--- src/xbar_pkg.sv ---
package xbar_pkg;

  // message and port geometry
  localparam int msg_width = 32;
  localparam int n_inputs = 2;
  localparam int n_outputs = 2;
  localparam int in_sel_width = $clog2(n_inputs);
  localparam int out_sel_width = $clog2(n_outputs);

  // route word, input select in the high bits, output select in the low bits
  localparam int ctrl_width = $clog2(n_inputs * n_outputs);

  // spi frame, opcode on top of the payload
  localparam int opcode_width = 4;
  localparam int frame_width = opcode_width + msg_width;
  // room to count past a full frame so long frames are caught
  localparam int bit_cnt_width = $clog2(frame_width + 2);
  localparam int sync_stages = 2;

  // response queue
  localparam int queue_depth = 4;
  localparam int queue_ptr_width = $clog2(queue_depth);
  localparam int queue_cnt_width = $clog2(queue_depth + 1);

  typedef enum logic [opcode_width-1:0] {
    op_nop   = 4'h0,
    op_route = 4'h1,
    op_msg   = 4'h2,
    op_read  = 4'h3,
    // device to host
    op_data  = 4'h8,
    op_empty = 4'h9
  } spi_opcode_e;

endpackage

--- src/spi_minion.sv ---
`timescale 1ns/100ps

module spi_minion (
  input  logic                             clk,
  input  logic                             reset,
  input  logic                             cs_n,
  input  logic                             sclk,
  input  logic                             mosi,
  output logic                             miso,
  input  logic [xbar_pkg::frame_width-1:0] tx_frame,
  output logic [xbar_pkg::frame_width-1:0] rx_frame,
  output logic                             rx_val
);

  logic [xbar_pkg::sync_stages-1:0] cs_sync;
  logic [xbar_pkg::sync_stages-1:0] sclk_sync;
  logic [xbar_pkg::sync_stages-1:0] mosi_sync;
  logic                             cs_s;
  logic                             sclk_s;
  logic                             mosi_s;
  logic                             cs_q;
  logic                             sclk_q;
  logic                             cs_fall;
  logic                             cs_rise;
  logic                             sclk_rise;
  logic                             sclk_fall;
  logic [xbar_pkg::bit_cnt_width-1:0] bit_cnt;
  logic [xbar_pkg::frame_width-1:0]   rx_shift;
  logic [xbar_pkg::frame_width-1:0]   tx_shift;

  // pins into the clk domain, idle levels while in reset
  always_ff @(posedge clk) begin
    if (reset) begin
      cs_sync   <= '1;
      sclk_sync <= '0;
      mosi_sync <= '0;
      cs_q      <= 1'b1;
      sclk_q    <= 1'b0;
    end else begin
      cs_sync   <= {cs_sync[xbar_pkg::sync_stages-2:0], cs_n};
      sclk_sync <= {sclk_sync[xbar_pkg::sync_stages-2:0], sclk};
      mosi_sync <= {mosi_sync[xbar_pkg::sync_stages-2:0], mosi};
      cs_q      <= cs_s;
      sclk_q    <= sclk_s;
    end
  end

  assign cs_s   = cs_sync[xbar_pkg::sync_stages-1];
  assign sclk_s = sclk_sync[xbar_pkg::sync_stages-1];
  assign mosi_s = mosi_sync[xbar_pkg::sync_stages-1];

  assign cs_fall   = !cs_s && cs_q;
  assign cs_rise   = cs_s && !cs_q;
  // sclk edges only count inside a frame
  assign sclk_rise = sclk_s && !sclk_q && !cs_s;
  assign sclk_fall = !sclk_s && sclk_q && !cs_s;

  // bit counter saturates so overlong frames never alias to a full one
  always_ff @(posedge clk) begin
    if (reset) begin
      bit_cnt <= '0;
    end else if (cs_fall) begin
      bit_cnt <= '0;
    end else if (sclk_rise && bit_cnt != '1) begin
      bit_cnt <= bit_cnt + 1'b1;
    end
  end

  // mode 0, sample mosi on rising sclk, msb first
  always_ff @(posedge clk) begin
    if (sclk_rise) begin
      rx_shift <= {rx_shift[xbar_pkg::frame_width-2:0], mosi_s};
    end
  end

  // response loaded at frame start, next bit presented after each falling sclk
  always_ff @(posedge clk) begin
    if (reset) begin
      tx_shift <= '0;
    end else if (cs_fall) begin
      tx_shift <= tx_frame;
    end else if (sclk_fall) begin
      tx_shift <= {tx_shift[xbar_pkg::frame_width-2:0], 1'b0};
    end
  end

  assign miso = tx_shift[xbar_pkg::frame_width-1];

  always_ff @(posedge clk) begin
    if (reset) begin
      rx_val <= 1'b0;
    end else begin
      rx_val <= cs_rise && (bit_cnt == xbar_pkg::bit_cnt_width'(xbar_pkg::frame_width));
    end
  end

  assign rx_frame = rx_shift;

  // one report per frame
  a_rx_val_pulse: assert property (@(posedge clk) disable iff (reset) rx_val |=> !rx_val);

endmodule

--- src/spi_packet_decoder.sv ---
`timescale 1ns/100ps

module spi_packet_decoder (
  input  logic                             clk,
  input  logic                             reset,
  input  logic [xbar_pkg::frame_width-1:0] rx_frame,
  input  logic                             rx_val,
  output logic [xbar_pkg::frame_width-1:0] tx_frame,
  output logic [xbar_pkg::ctrl_width-1:0]  control,
  output logic                             control_val,
  output logic [xbar_pkg::msg_width-1:0]   msg,
  output logic                             msg_val,
  input  logic                             msg_rdy,
  output logic                             pop,
  input  logic [xbar_pkg::msg_width-1:0]   pop_msg,
  input  logic                             pop_valid
);

  xbar_pkg::spi_opcode_e            rx_op;
  logic [xbar_pkg::msg_width-1:0]   rx_payload;
  logic                             route_req;
  logic                             msg_req;
  logic                             read_req;
  logic                             msg_load;

  assign rx_op = xbar_pkg::spi_opcode_e'(
    rx_frame[xbar_pkg::frame_width-1 -: xbar_pkg::opcode_width]);
  assign rx_payload = rx_frame[xbar_pkg::msg_width-1:0];

  always_comb begin
    route_req = 1'b0;
    msg_req   = 1'b0;
    read_req  = 1'b0;
    if (rx_val) begin
      case (rx_op)
        xbar_pkg::op_route: route_req = 1'b1;
        xbar_pkg::op_msg:   msg_req = 1'b1;
        xbar_pkg::op_read:  read_req = 1'b1;
        // nop and device side codes do nothing
        default: ;
      endcase
    end
  end

  // route write, one cycle pulse after the frame
  always_ff @(posedge clk) begin
    if (reset) begin
      control_val <= 1'b0;
    end else begin
      control_val <= route_req;
    end
  end

  always_ff @(posedge clk) begin
    if (route_req) begin
      control <= rx_payload[xbar_pkg::ctrl_width-1:0];
    end
  end

  // single message slot, a new op_msg is dropped while it is occupied
  assign msg_load = msg_req && !msg_val;

  always_ff @(posedge clk) begin
    if (reset) begin
      msg_val <= 1'b0;
    end else if (msg_val && msg_rdy) begin
      msg_val <= 1'b0;
    end else if (msg_load) begin
      msg_val <= 1'b1;
    end
  end

  always_ff @(posedge clk) begin
    if (msg_load) begin
      msg <= rx_payload;
    end
  end

  // pop one cycle after the read frame, capture the head in the same edge
  always_ff @(posedge clk) begin
    if (reset) begin
      pop      <= 1'b0;
      tx_frame <= '0;
    end else begin
      pop <= read_req;
      if (pop) begin
        tx_frame <= pop_valid ? {xbar_pkg::op_data, pop_msg}
                              : {xbar_pkg::op_empty, {xbar_pkg::msg_width{1'b0}}};
      end
    end
  end

endmodule

--- src/crossbar_blocking.sv ---
`timescale 1ns/100ps

module crossbar_blocking (
  input  logic                            clk,
  input  logic                            reset,

  input  logic [xbar_pkg::msg_width-1:0]  recv_msg [xbar_pkg::n_inputs],
  input  logic                            recv_val [xbar_pkg::n_inputs],
  output logic                            recv_rdy [xbar_pkg::n_inputs],

  output logic [xbar_pkg::msg_width-1:0]  send_msg [xbar_pkg::n_outputs],
  output logic                            send_val [xbar_pkg::n_outputs],
  input  logic                            send_rdy [xbar_pkg::n_outputs],

  input  logic [xbar_pkg::ctrl_width-1:0] control,
  input  logic                            control_val,
  output logic                            control_rdy,

  // force the spi side of the selection
  input  logic                            input_spi,
  input  logic                            output_spi
);

  logic [xbar_pkg::ctrl_width-1:0]    stored_control;
  logic [xbar_pkg::in_sel_width-1:0]  input_sel;
  logic [xbar_pkg::out_sel_width-1:0] output_sel;
  logic [xbar_pkg::n_outputs-1:0]     send_val_vec;

  always_ff @(posedge clk) begin
    if (reset) begin
      stored_control <= '0;
    end else if (control_val) begin
      stored_control <= control;
    end
  end

  // route updates are always accepted
  assign control_rdy = 1'b1;

  always_comb begin
    input_sel  = stored_control[xbar_pkg::ctrl_width-1 -: xbar_pkg::in_sel_width];
    output_sel = stored_control[xbar_pkg::out_sel_width-1:0];
    if (input_spi) begin
      input_sel = '0;
    end
    if (output_spi) begin
      output_sel = '0;
    end
  end

  // one path through, everything else idle
  always_comb begin
    for (int i = 0; i < xbar_pkg::n_outputs; i++) begin
      if (i == int'(output_sel)) begin
        send_msg[i] = recv_msg[input_sel];
        send_val[i] = recv_val[input_sel];
      end else begin
        send_msg[i] = '0;
        send_val[i] = 1'b0;
      end
    end
    for (int i = 0; i < xbar_pkg::n_inputs; i++) begin
      if (i == int'(input_sel)) begin
        recv_rdy[i] = send_rdy[output_sel];
      end else begin
        recv_rdy[i] = 1'b0;
      end
    end
  end

  always_comb begin
    for (int i = 0; i < xbar_pkg::n_outputs; i++) begin
      send_val_vec[i] = send_val[i];
    end
  end

  a_one_send_val: assert property (@(posedge clk) disable iff (reset) $onehot0(send_val_vec));

  for (genvar g = 0; g < xbar_pkg::n_inputs; g++) begin : g_rdy_chk
    // ready never leaks to an unselected source
    a_rdy_sel: assert property (@(posedge clk) disable iff (reset)
      recv_rdy[g] |-> int'(input_sel) == g);
  end

endmodule

--- src/spi_response_queue.sv ---
`timescale 1ns/100ps

module spi_response_queue (
  input  logic                           clk,
  input  logic                           reset,
  input  logic [xbar_pkg::msg_width-1:0] push_msg,
  input  logic                           push_val,
  output logic                           push_rdy,
  input  logic                           pop,
  output logic [xbar_pkg::msg_width-1:0] pop_msg,
  output logic                           pop_valid
);

  logic [xbar_pkg::msg_width-1:0]       mem [xbar_pkg::queue_depth];
  logic [xbar_pkg::queue_ptr_width-1:0] wr_ptr;
  logic [xbar_pkg::queue_ptr_width-1:0] rd_ptr;
  logic [xbar_pkg::queue_cnt_width-1:0] count;
  logic                                 push_fire;
  logic                                 pop_fire;

  function automatic logic [xbar_pkg::queue_ptr_width-1:0] next_ptr(
    input logic [xbar_pkg::queue_ptr_width-1:0] ptr
  );
    if (ptr == xbar_pkg::queue_ptr_width'(xbar_pkg::queue_depth - 1)) begin
      return '0;
    end
    return ptr + 1'b1;
  endfunction

  assign push_rdy  = count != xbar_pkg::queue_cnt_width'(xbar_pkg::queue_depth);
  assign pop_valid = count != '0;
  assign pop_msg   = mem[rd_ptr];

  assign push_fire = push_val && push_rdy;
  // pop on empty is ignored
  assign pop_fire  = pop && pop_valid;

  always_ff @(posedge clk) begin
    if (push_fire) begin
      mem[wr_ptr] <= push_msg;
    end
  end

  always_ff @(posedge clk) begin
    if (reset) begin
      wr_ptr <= '0;
      rd_ptr <= '0;
      count  <= '0;
    end else begin
      if (push_fire) begin
        wr_ptr <= next_ptr(wr_ptr);
      end
      if (pop_fire) begin
        rd_ptr <= next_ptr(rd_ptr);
      end
      case ({push_fire, pop_fire})
        2'b10:   count <= count + 1'b1;
        2'b01:   count <= count - 1'b1;
        default: count <= count;
      endcase
    end
  end

  // an accepted push always finds a free slot
  a_push_not_full: assert property (@(posedge clk) disable iff (reset)
    push_fire |-> count < xbar_pkg::queue_cnt_width'(xbar_pkg::queue_depth));

endmodule

--- src/spi_xbar_top.sv ---
`timescale 1ns/100ps

module spi_xbar_top (
  input  logic                           clk,
  input  logic                           reset,
  // spi control port
  input  logic                           cs_n,
  input  logic                           sclk,
  input  logic                           mosi,
  output logic                           miso,
  // stream into crossbar input 1
  input  logic [xbar_pkg::msg_width-1:0] in_msg,
  input  logic                           in_val,
  output logic                           in_rdy,
  // stream from crossbar output 1
  output logic [xbar_pkg::msg_width-1:0] out_msg,
  output logic                           out_val,
  input  logic                           out_rdy,
  input  logic                           input_spi,
  input  logic                           output_spi
);

  logic [xbar_pkg::frame_width-1:0] rx_frame;
  logic                             rx_val;
  logic [xbar_pkg::frame_width-1:0] tx_frame;
  logic [xbar_pkg::ctrl_width-1:0]  control;
  logic                             control_val;
  logic                             pop;
  logic [xbar_pkg::msg_width-1:0]   pop_msg;
  logic                             pop_valid;

  logic [xbar_pkg::msg_width-1:0]   recv_msg [xbar_pkg::n_inputs];
  logic                             recv_val [xbar_pkg::n_inputs];
  logic                             recv_rdy [xbar_pkg::n_inputs];
  logic [xbar_pkg::msg_width-1:0]   send_msg [xbar_pkg::n_outputs];
  logic                             send_val [xbar_pkg::n_outputs];
  logic                             send_rdy [xbar_pkg::n_outputs];

  // port 1 on both sides is the external stream
  assign recv_msg[1]  = in_msg;
  assign recv_val[1]  = in_val;
  assign in_rdy       = recv_rdy[1];
  assign out_msg      = send_msg[1];
  assign out_val      = send_val[1];
  assign send_rdy[1]  = out_rdy;

  spi_minion spi_minion_i (
    .clk      (clk),
    .reset    (reset),
    .cs_n     (cs_n),
    .sclk     (sclk),
    .mosi     (mosi),
    .miso     (miso),
    .tx_frame (tx_frame),
    .rx_frame (rx_frame),
    .rx_val   (rx_val)
  );

  spi_packet_decoder spi_packet_decoder_i (
    .clk         (clk),
    .reset       (reset),
    .rx_frame    (rx_frame),
    .rx_val      (rx_val),
    .tx_frame    (tx_frame),
    .control     (control),
    .control_val (control_val),
    .msg         (recv_msg[0]),
    .msg_val     (recv_val[0]),
    .msg_rdy     (recv_rdy[0]),
    .pop         (pop),
    .pop_msg     (pop_msg),
    .pop_valid   (pop_valid)
  );

  crossbar_blocking crossbar_blocking_i (
    .clk         (clk),
    .reset       (reset),
    .recv_msg    (recv_msg),
    .recv_val    (recv_val),
    .recv_rdy    (recv_rdy),
    .send_msg    (send_msg),
    .send_val    (send_val),
    .send_rdy    (send_rdy),
    .control     (control),
    .control_val (control_val),
    .control_rdy (),
    .input_spi   (input_spi),
    .output_spi  (output_spi)
  );

  spi_response_queue spi_response_queue_i (
    .clk       (clk),
    .reset     (reset),
    .push_msg  (send_msg[0]),
    .push_val  (send_val[0]),
    .push_rdy  (send_rdy[0]),
    .pop       (pop),
    .pop_msg   (pop_msg),
    .pop_valid (pop_valid)
  );

endmodule

--- config.mk ---
export PLATFORM = sky130hd
export DESIGN_NAME = spi_xbar_top
export DESIGN_NICKNAME = d
export VERILOG_FILES = /design/src/xbar_pkg.sv /design/src/spi_minion.sv /design/src/spi_packet_decoder.sv /design/src/crossbar_blocking.sv /design/src/spi_response_queue.sv /design/src/spi_xbar_top.sv
export SDC_FILE = /design/constraint.sdc
export NUM_CORES = 1
export LEC_CHECK = 0
export ABC_AREA = 1
export BUFFER_PORTS_ARGS = -buffer_cell sky130_fd_sc_hd__buf_2
export CAP_MARGIN = 20
export CORE_AREA = 2 2 207 209
export DETAILED_ROUTE_END_ITERATION = 10
export DIE_AREA = 0 0 209 211
export GPL_TIMING_DRIVEN = 0
export PLACE_DENSITY = 0.48
export SETUP_SLACK_MARGIN = 0.4
export SYNTH_ARGS = -nofsm -noshare
export SYNTH_HDL_FRONTEND = slang
export SYNTH_SLANG_ARGS = --single-unit
--- constraint.sdc ---
create_clock -name clk -period 7.8 [get_ports clk]
set_clock_uncertainty 0.05 [all_clocks]
set_input_delay 1.17 -clock clk [delete_from_list [all_inputs] [get_ports clk]]
set_output_delay 1.17 -clock clk [all_outputs]
set_load 0.02 [all_outputs]
==> impl_metrics.toml <==
[status]
status = "finished clean"

[power_and_ir_drop]
powerDensity_mw_per_mm2 = 219.1
p_int_mw = 2.585
p_clk_share_pct = 47.0
p_sw_share_pct = 19.72
p_leak_nw = 6.153
peakVddDrop_mv = 0.1622
finalPower_mw = 3.220
combPwrFrac_pct = 1.3
power.switching_mw = 0.6352
p_seq_share_pct = 51.7

[setup_path]
crit_fanout = 10
critPathCaptureType = "output port"
crit_family = "buffers and inverters"
start_kind = "input pin"
crit_arrival_ns = 2.60
cp.required_ns = 6.58
reg2reg_slack_ns = 5.25
slowest_delay_ns = 0.39
r2r_start = "crossbar_blocking_i.stored_control[0]"
path_cells = "buf_2 > inv_1 > nand2_2 > buf_4 > mux2i_1 > nor2_1 > buf_4 > buf_2"
reg2reg_depth = 11
crit_buf_inv = 5
critPathSlowestCell = "mux2i_1"
timing.rr.end = "spi_response_queue_i.count[2]"
crit_type = "in -> out"

[synth]
synth-seq-cells = 297
syn_avg_cell_area_um2 = 9.679
synth_mux_area_share_pct = 2.581
syn_inst = 1282
yosysUniqueCellTypes = 29
synth_nets = 1332
ys_seq_area_share_pct = 63.89
synth_xor_area_share_pct = 0.07059
synth-simple-area-share_pct = 20.70
synth-compound-area-share_pct = 3.721
syn_area_mm2 = 0.01241
synth_edf_count = 198
synth_fa_ha_area_share_pct = 0.9680
synth_top_family_by_area = "simple AND/OR/NAND/NOR gates"
synth_ff_type = "edfxtp_1"
ys_warn_count = 0
synthArstFlopShare_pct = 0

[layout]
drive_above_1_share_pct = 15.39
final_nets = 1448
final_cell_count_no_fill = 1962
area_growth_pct = 18.45
antenna_cells = 0

[clock_tree]
clk_pin_slew_ns = 0.05
cts_buffer_depth = 3
numCtsBuffers = 34
post_cts_buffers = 0
cts_num_sinks = 297
cts-root-buf = "clkbuf_16"
clkLatencyLatePin_ns = 0.51
cts-resized-gates = 0
cts_htree_levels = 2
ctsHoldBuffers = 0
cts_tree = "yes"

[grt]
grt_pass1_wl_um = 44490
grt_max_degree = 32
grt-ovfl-total = 0
grt.total_usage_pct = 12.70
antenna_found_initial = 0
grt_pass1_vias = 8424

[floorplanning]
die_h_um = 211
core_area_mm2 = 0.04176
pin_count = 76
dieArea_mm2 = 0.04410
die_x_um = 209
initial_core_util_pct = 29.71
rows = 75

[timing]
period_minus_slack_ns = 3.821
hold_viol = 0
rsz0062_at_grt = "false"
setup-violations-final = 0
worst_pin_slew_ns = 0.6562
whs_ns = 0.3597
fmax_ghz = 0.2617
max_slew_margin_pct = 56.15
setup_total_negative_slack_ns = 0
timing.final.ws_setup_ns = 3.979
drv_slew = 0
fin_crit_sh_pct = 48.99

[worst_hold_path]
hp-class = "reg -> reg"
hp-start = "spi_minion_i.cs_sync[0]"
min_path_cells = 1
min_to = "spi_minion_i.cs_sync[1]"

[placed_design]
placed_cells = 1901
post-dp-hpwl_um = 19580
dp_slack_ns = 3.977
globalplace.congestion = 0.7671
port_buffers = 74

[routing]
post_drt_wl_per_cell_um = 14.13
drt-pass1-iter-count = 4
num_vias = 8362
drc = 0
drt_iter0_drc = 442
viasPerCell = 4.262
drt_wl_total_um = 27730
antenna_left = 0

[run]
maxCapViolCount = 0
[layout make-up]
class | count | area, um^2
buffer | 90 | 574.3
clock buffer | 51 | 1026
clock inverter | 10 | 46.29
fill | 4241 | 27060
inverter | 113 | 426.7
multi-input combinational | 782 | 3517
sequential | 297 | 7928
tap | 539 | 674.4
timing repair buffer | 80 | 505.5
[flip-flops by register name, summed over array words and instances, names as in the netlist, 3 cells and up, named ones only]
signal / count
spi_packet_decoder_i.tx_frame: 34
spi_minion_i.bit_cnt: 6
spi_response_queue_i.mem: 128
spi_minion_i.tx_shift: 36
spi_response_queue_i.count: 3
spi_packet_decoder_i.msg: 32
spi_minion_i.rx_frame: 36
[metal layers]
metal / part of all wire [%] / track usage, % / up-vias
met5: 0 / 0 / -
met4: 1.6 / 3.399 / 0
met3: 3.1 / 2.156 / 38
met2: 48 / 22.33 / 117
met1: 47 / 16.16 / 3890
li1: - / - / 4317
[power by group through the flow]
stage          combinational (mW)  sequential (mW)  clock [mW]
2_1_floorplan              0.0225             1.70           0
6_report                   0.0418             1.66        1.51
3_5_place_dp               0.0429             1.70           0
4_1_cts                    0.0431             1.66        1.56
5_1_grt                    0.0466             1.66        1.62
3_3_place_gp               0.0427             1.70           0
[how the worst max path moves through the flow]
stage / start / endpoint / slack [ns] / cells past startpoint
floorplan: input_spi / spi_response_queue_i.mem[0][0] / 4.30 / 6
global placement: input_spi / spi_response_queue_i.mem[2][13] / 2.80 / 7
detailed placement: input_spi / out_msg[19] / 3.98 / 8
CTS: input_spi / out_msg[19] / 3.97 / 8
global route: input_spi / out_msg[18] / 3.88 / 8
finish: input_spi / out_msg[18] / 3.98 / 8
[cell usage in the layout (no fill, tap or decap), drive strengths merged]
cell type  synthesis  final
fa                 1      1
clkinv             0      9
o21ai             10     10
nand3             46     46
or2                2      2
mux2i             32     32
nand3b             1      1
xor2               1      1
ha                 8      8
clkinvlp           0      1
clkbuf            21     72
inv              113    113
buf               69    149
nor2             105    105
a21oi             80     80
nand2            488    488
dfxtp             99     99
edfxtp           198    198
nor4               1      1
nand4              7      7
[stage by stage]
stage / util, % / area (um^2)
after detailed placement: 32.63 / 13630
after floorplan: - / 12410
after CTS: 35.20 / 14700
final: 35.20 / 14700
after global routing: 35.20 / 14700
after global placement: 32.22 / 13450
[cells in the mapped netlist, drive strengths merged, types with 8 or more instances]
master,n,area (um^2)
o21ai,10,50.04
inv,113,426.7
nor2,105,411.7
mux2i,32,320.3
edfxtp,198,5946
nand2,488,1852
a21oi,80,411.7
buf,69,495.5
clkbuf,21,78.83
dfxtp,99,1982
ha,8,100.1
nand3,46,235.2
[worst reg2reg max path, delay by kind of cell, from the launching register on]
family / cells / cell delay [ns]
DFF: 1 / 0.32
and+or+nand+nor: 4 / 0.90
adders and majority gates: 2 / 0.69
AOI/OAI and AO/OA: 3 / 0.35
buffers and inverters: 2 / 0.14
[cell families after synthesis]
family | Yosys count
adders and majority gates | 9
AOI/OAI and AO/OA | 90
muxes | 32
and+or+nand+nor | 650
DFF | 297
buffers and inverters | 203
xor gates and xnor gates | 1
Note: power is estimated with default switching activity, not from simulation.
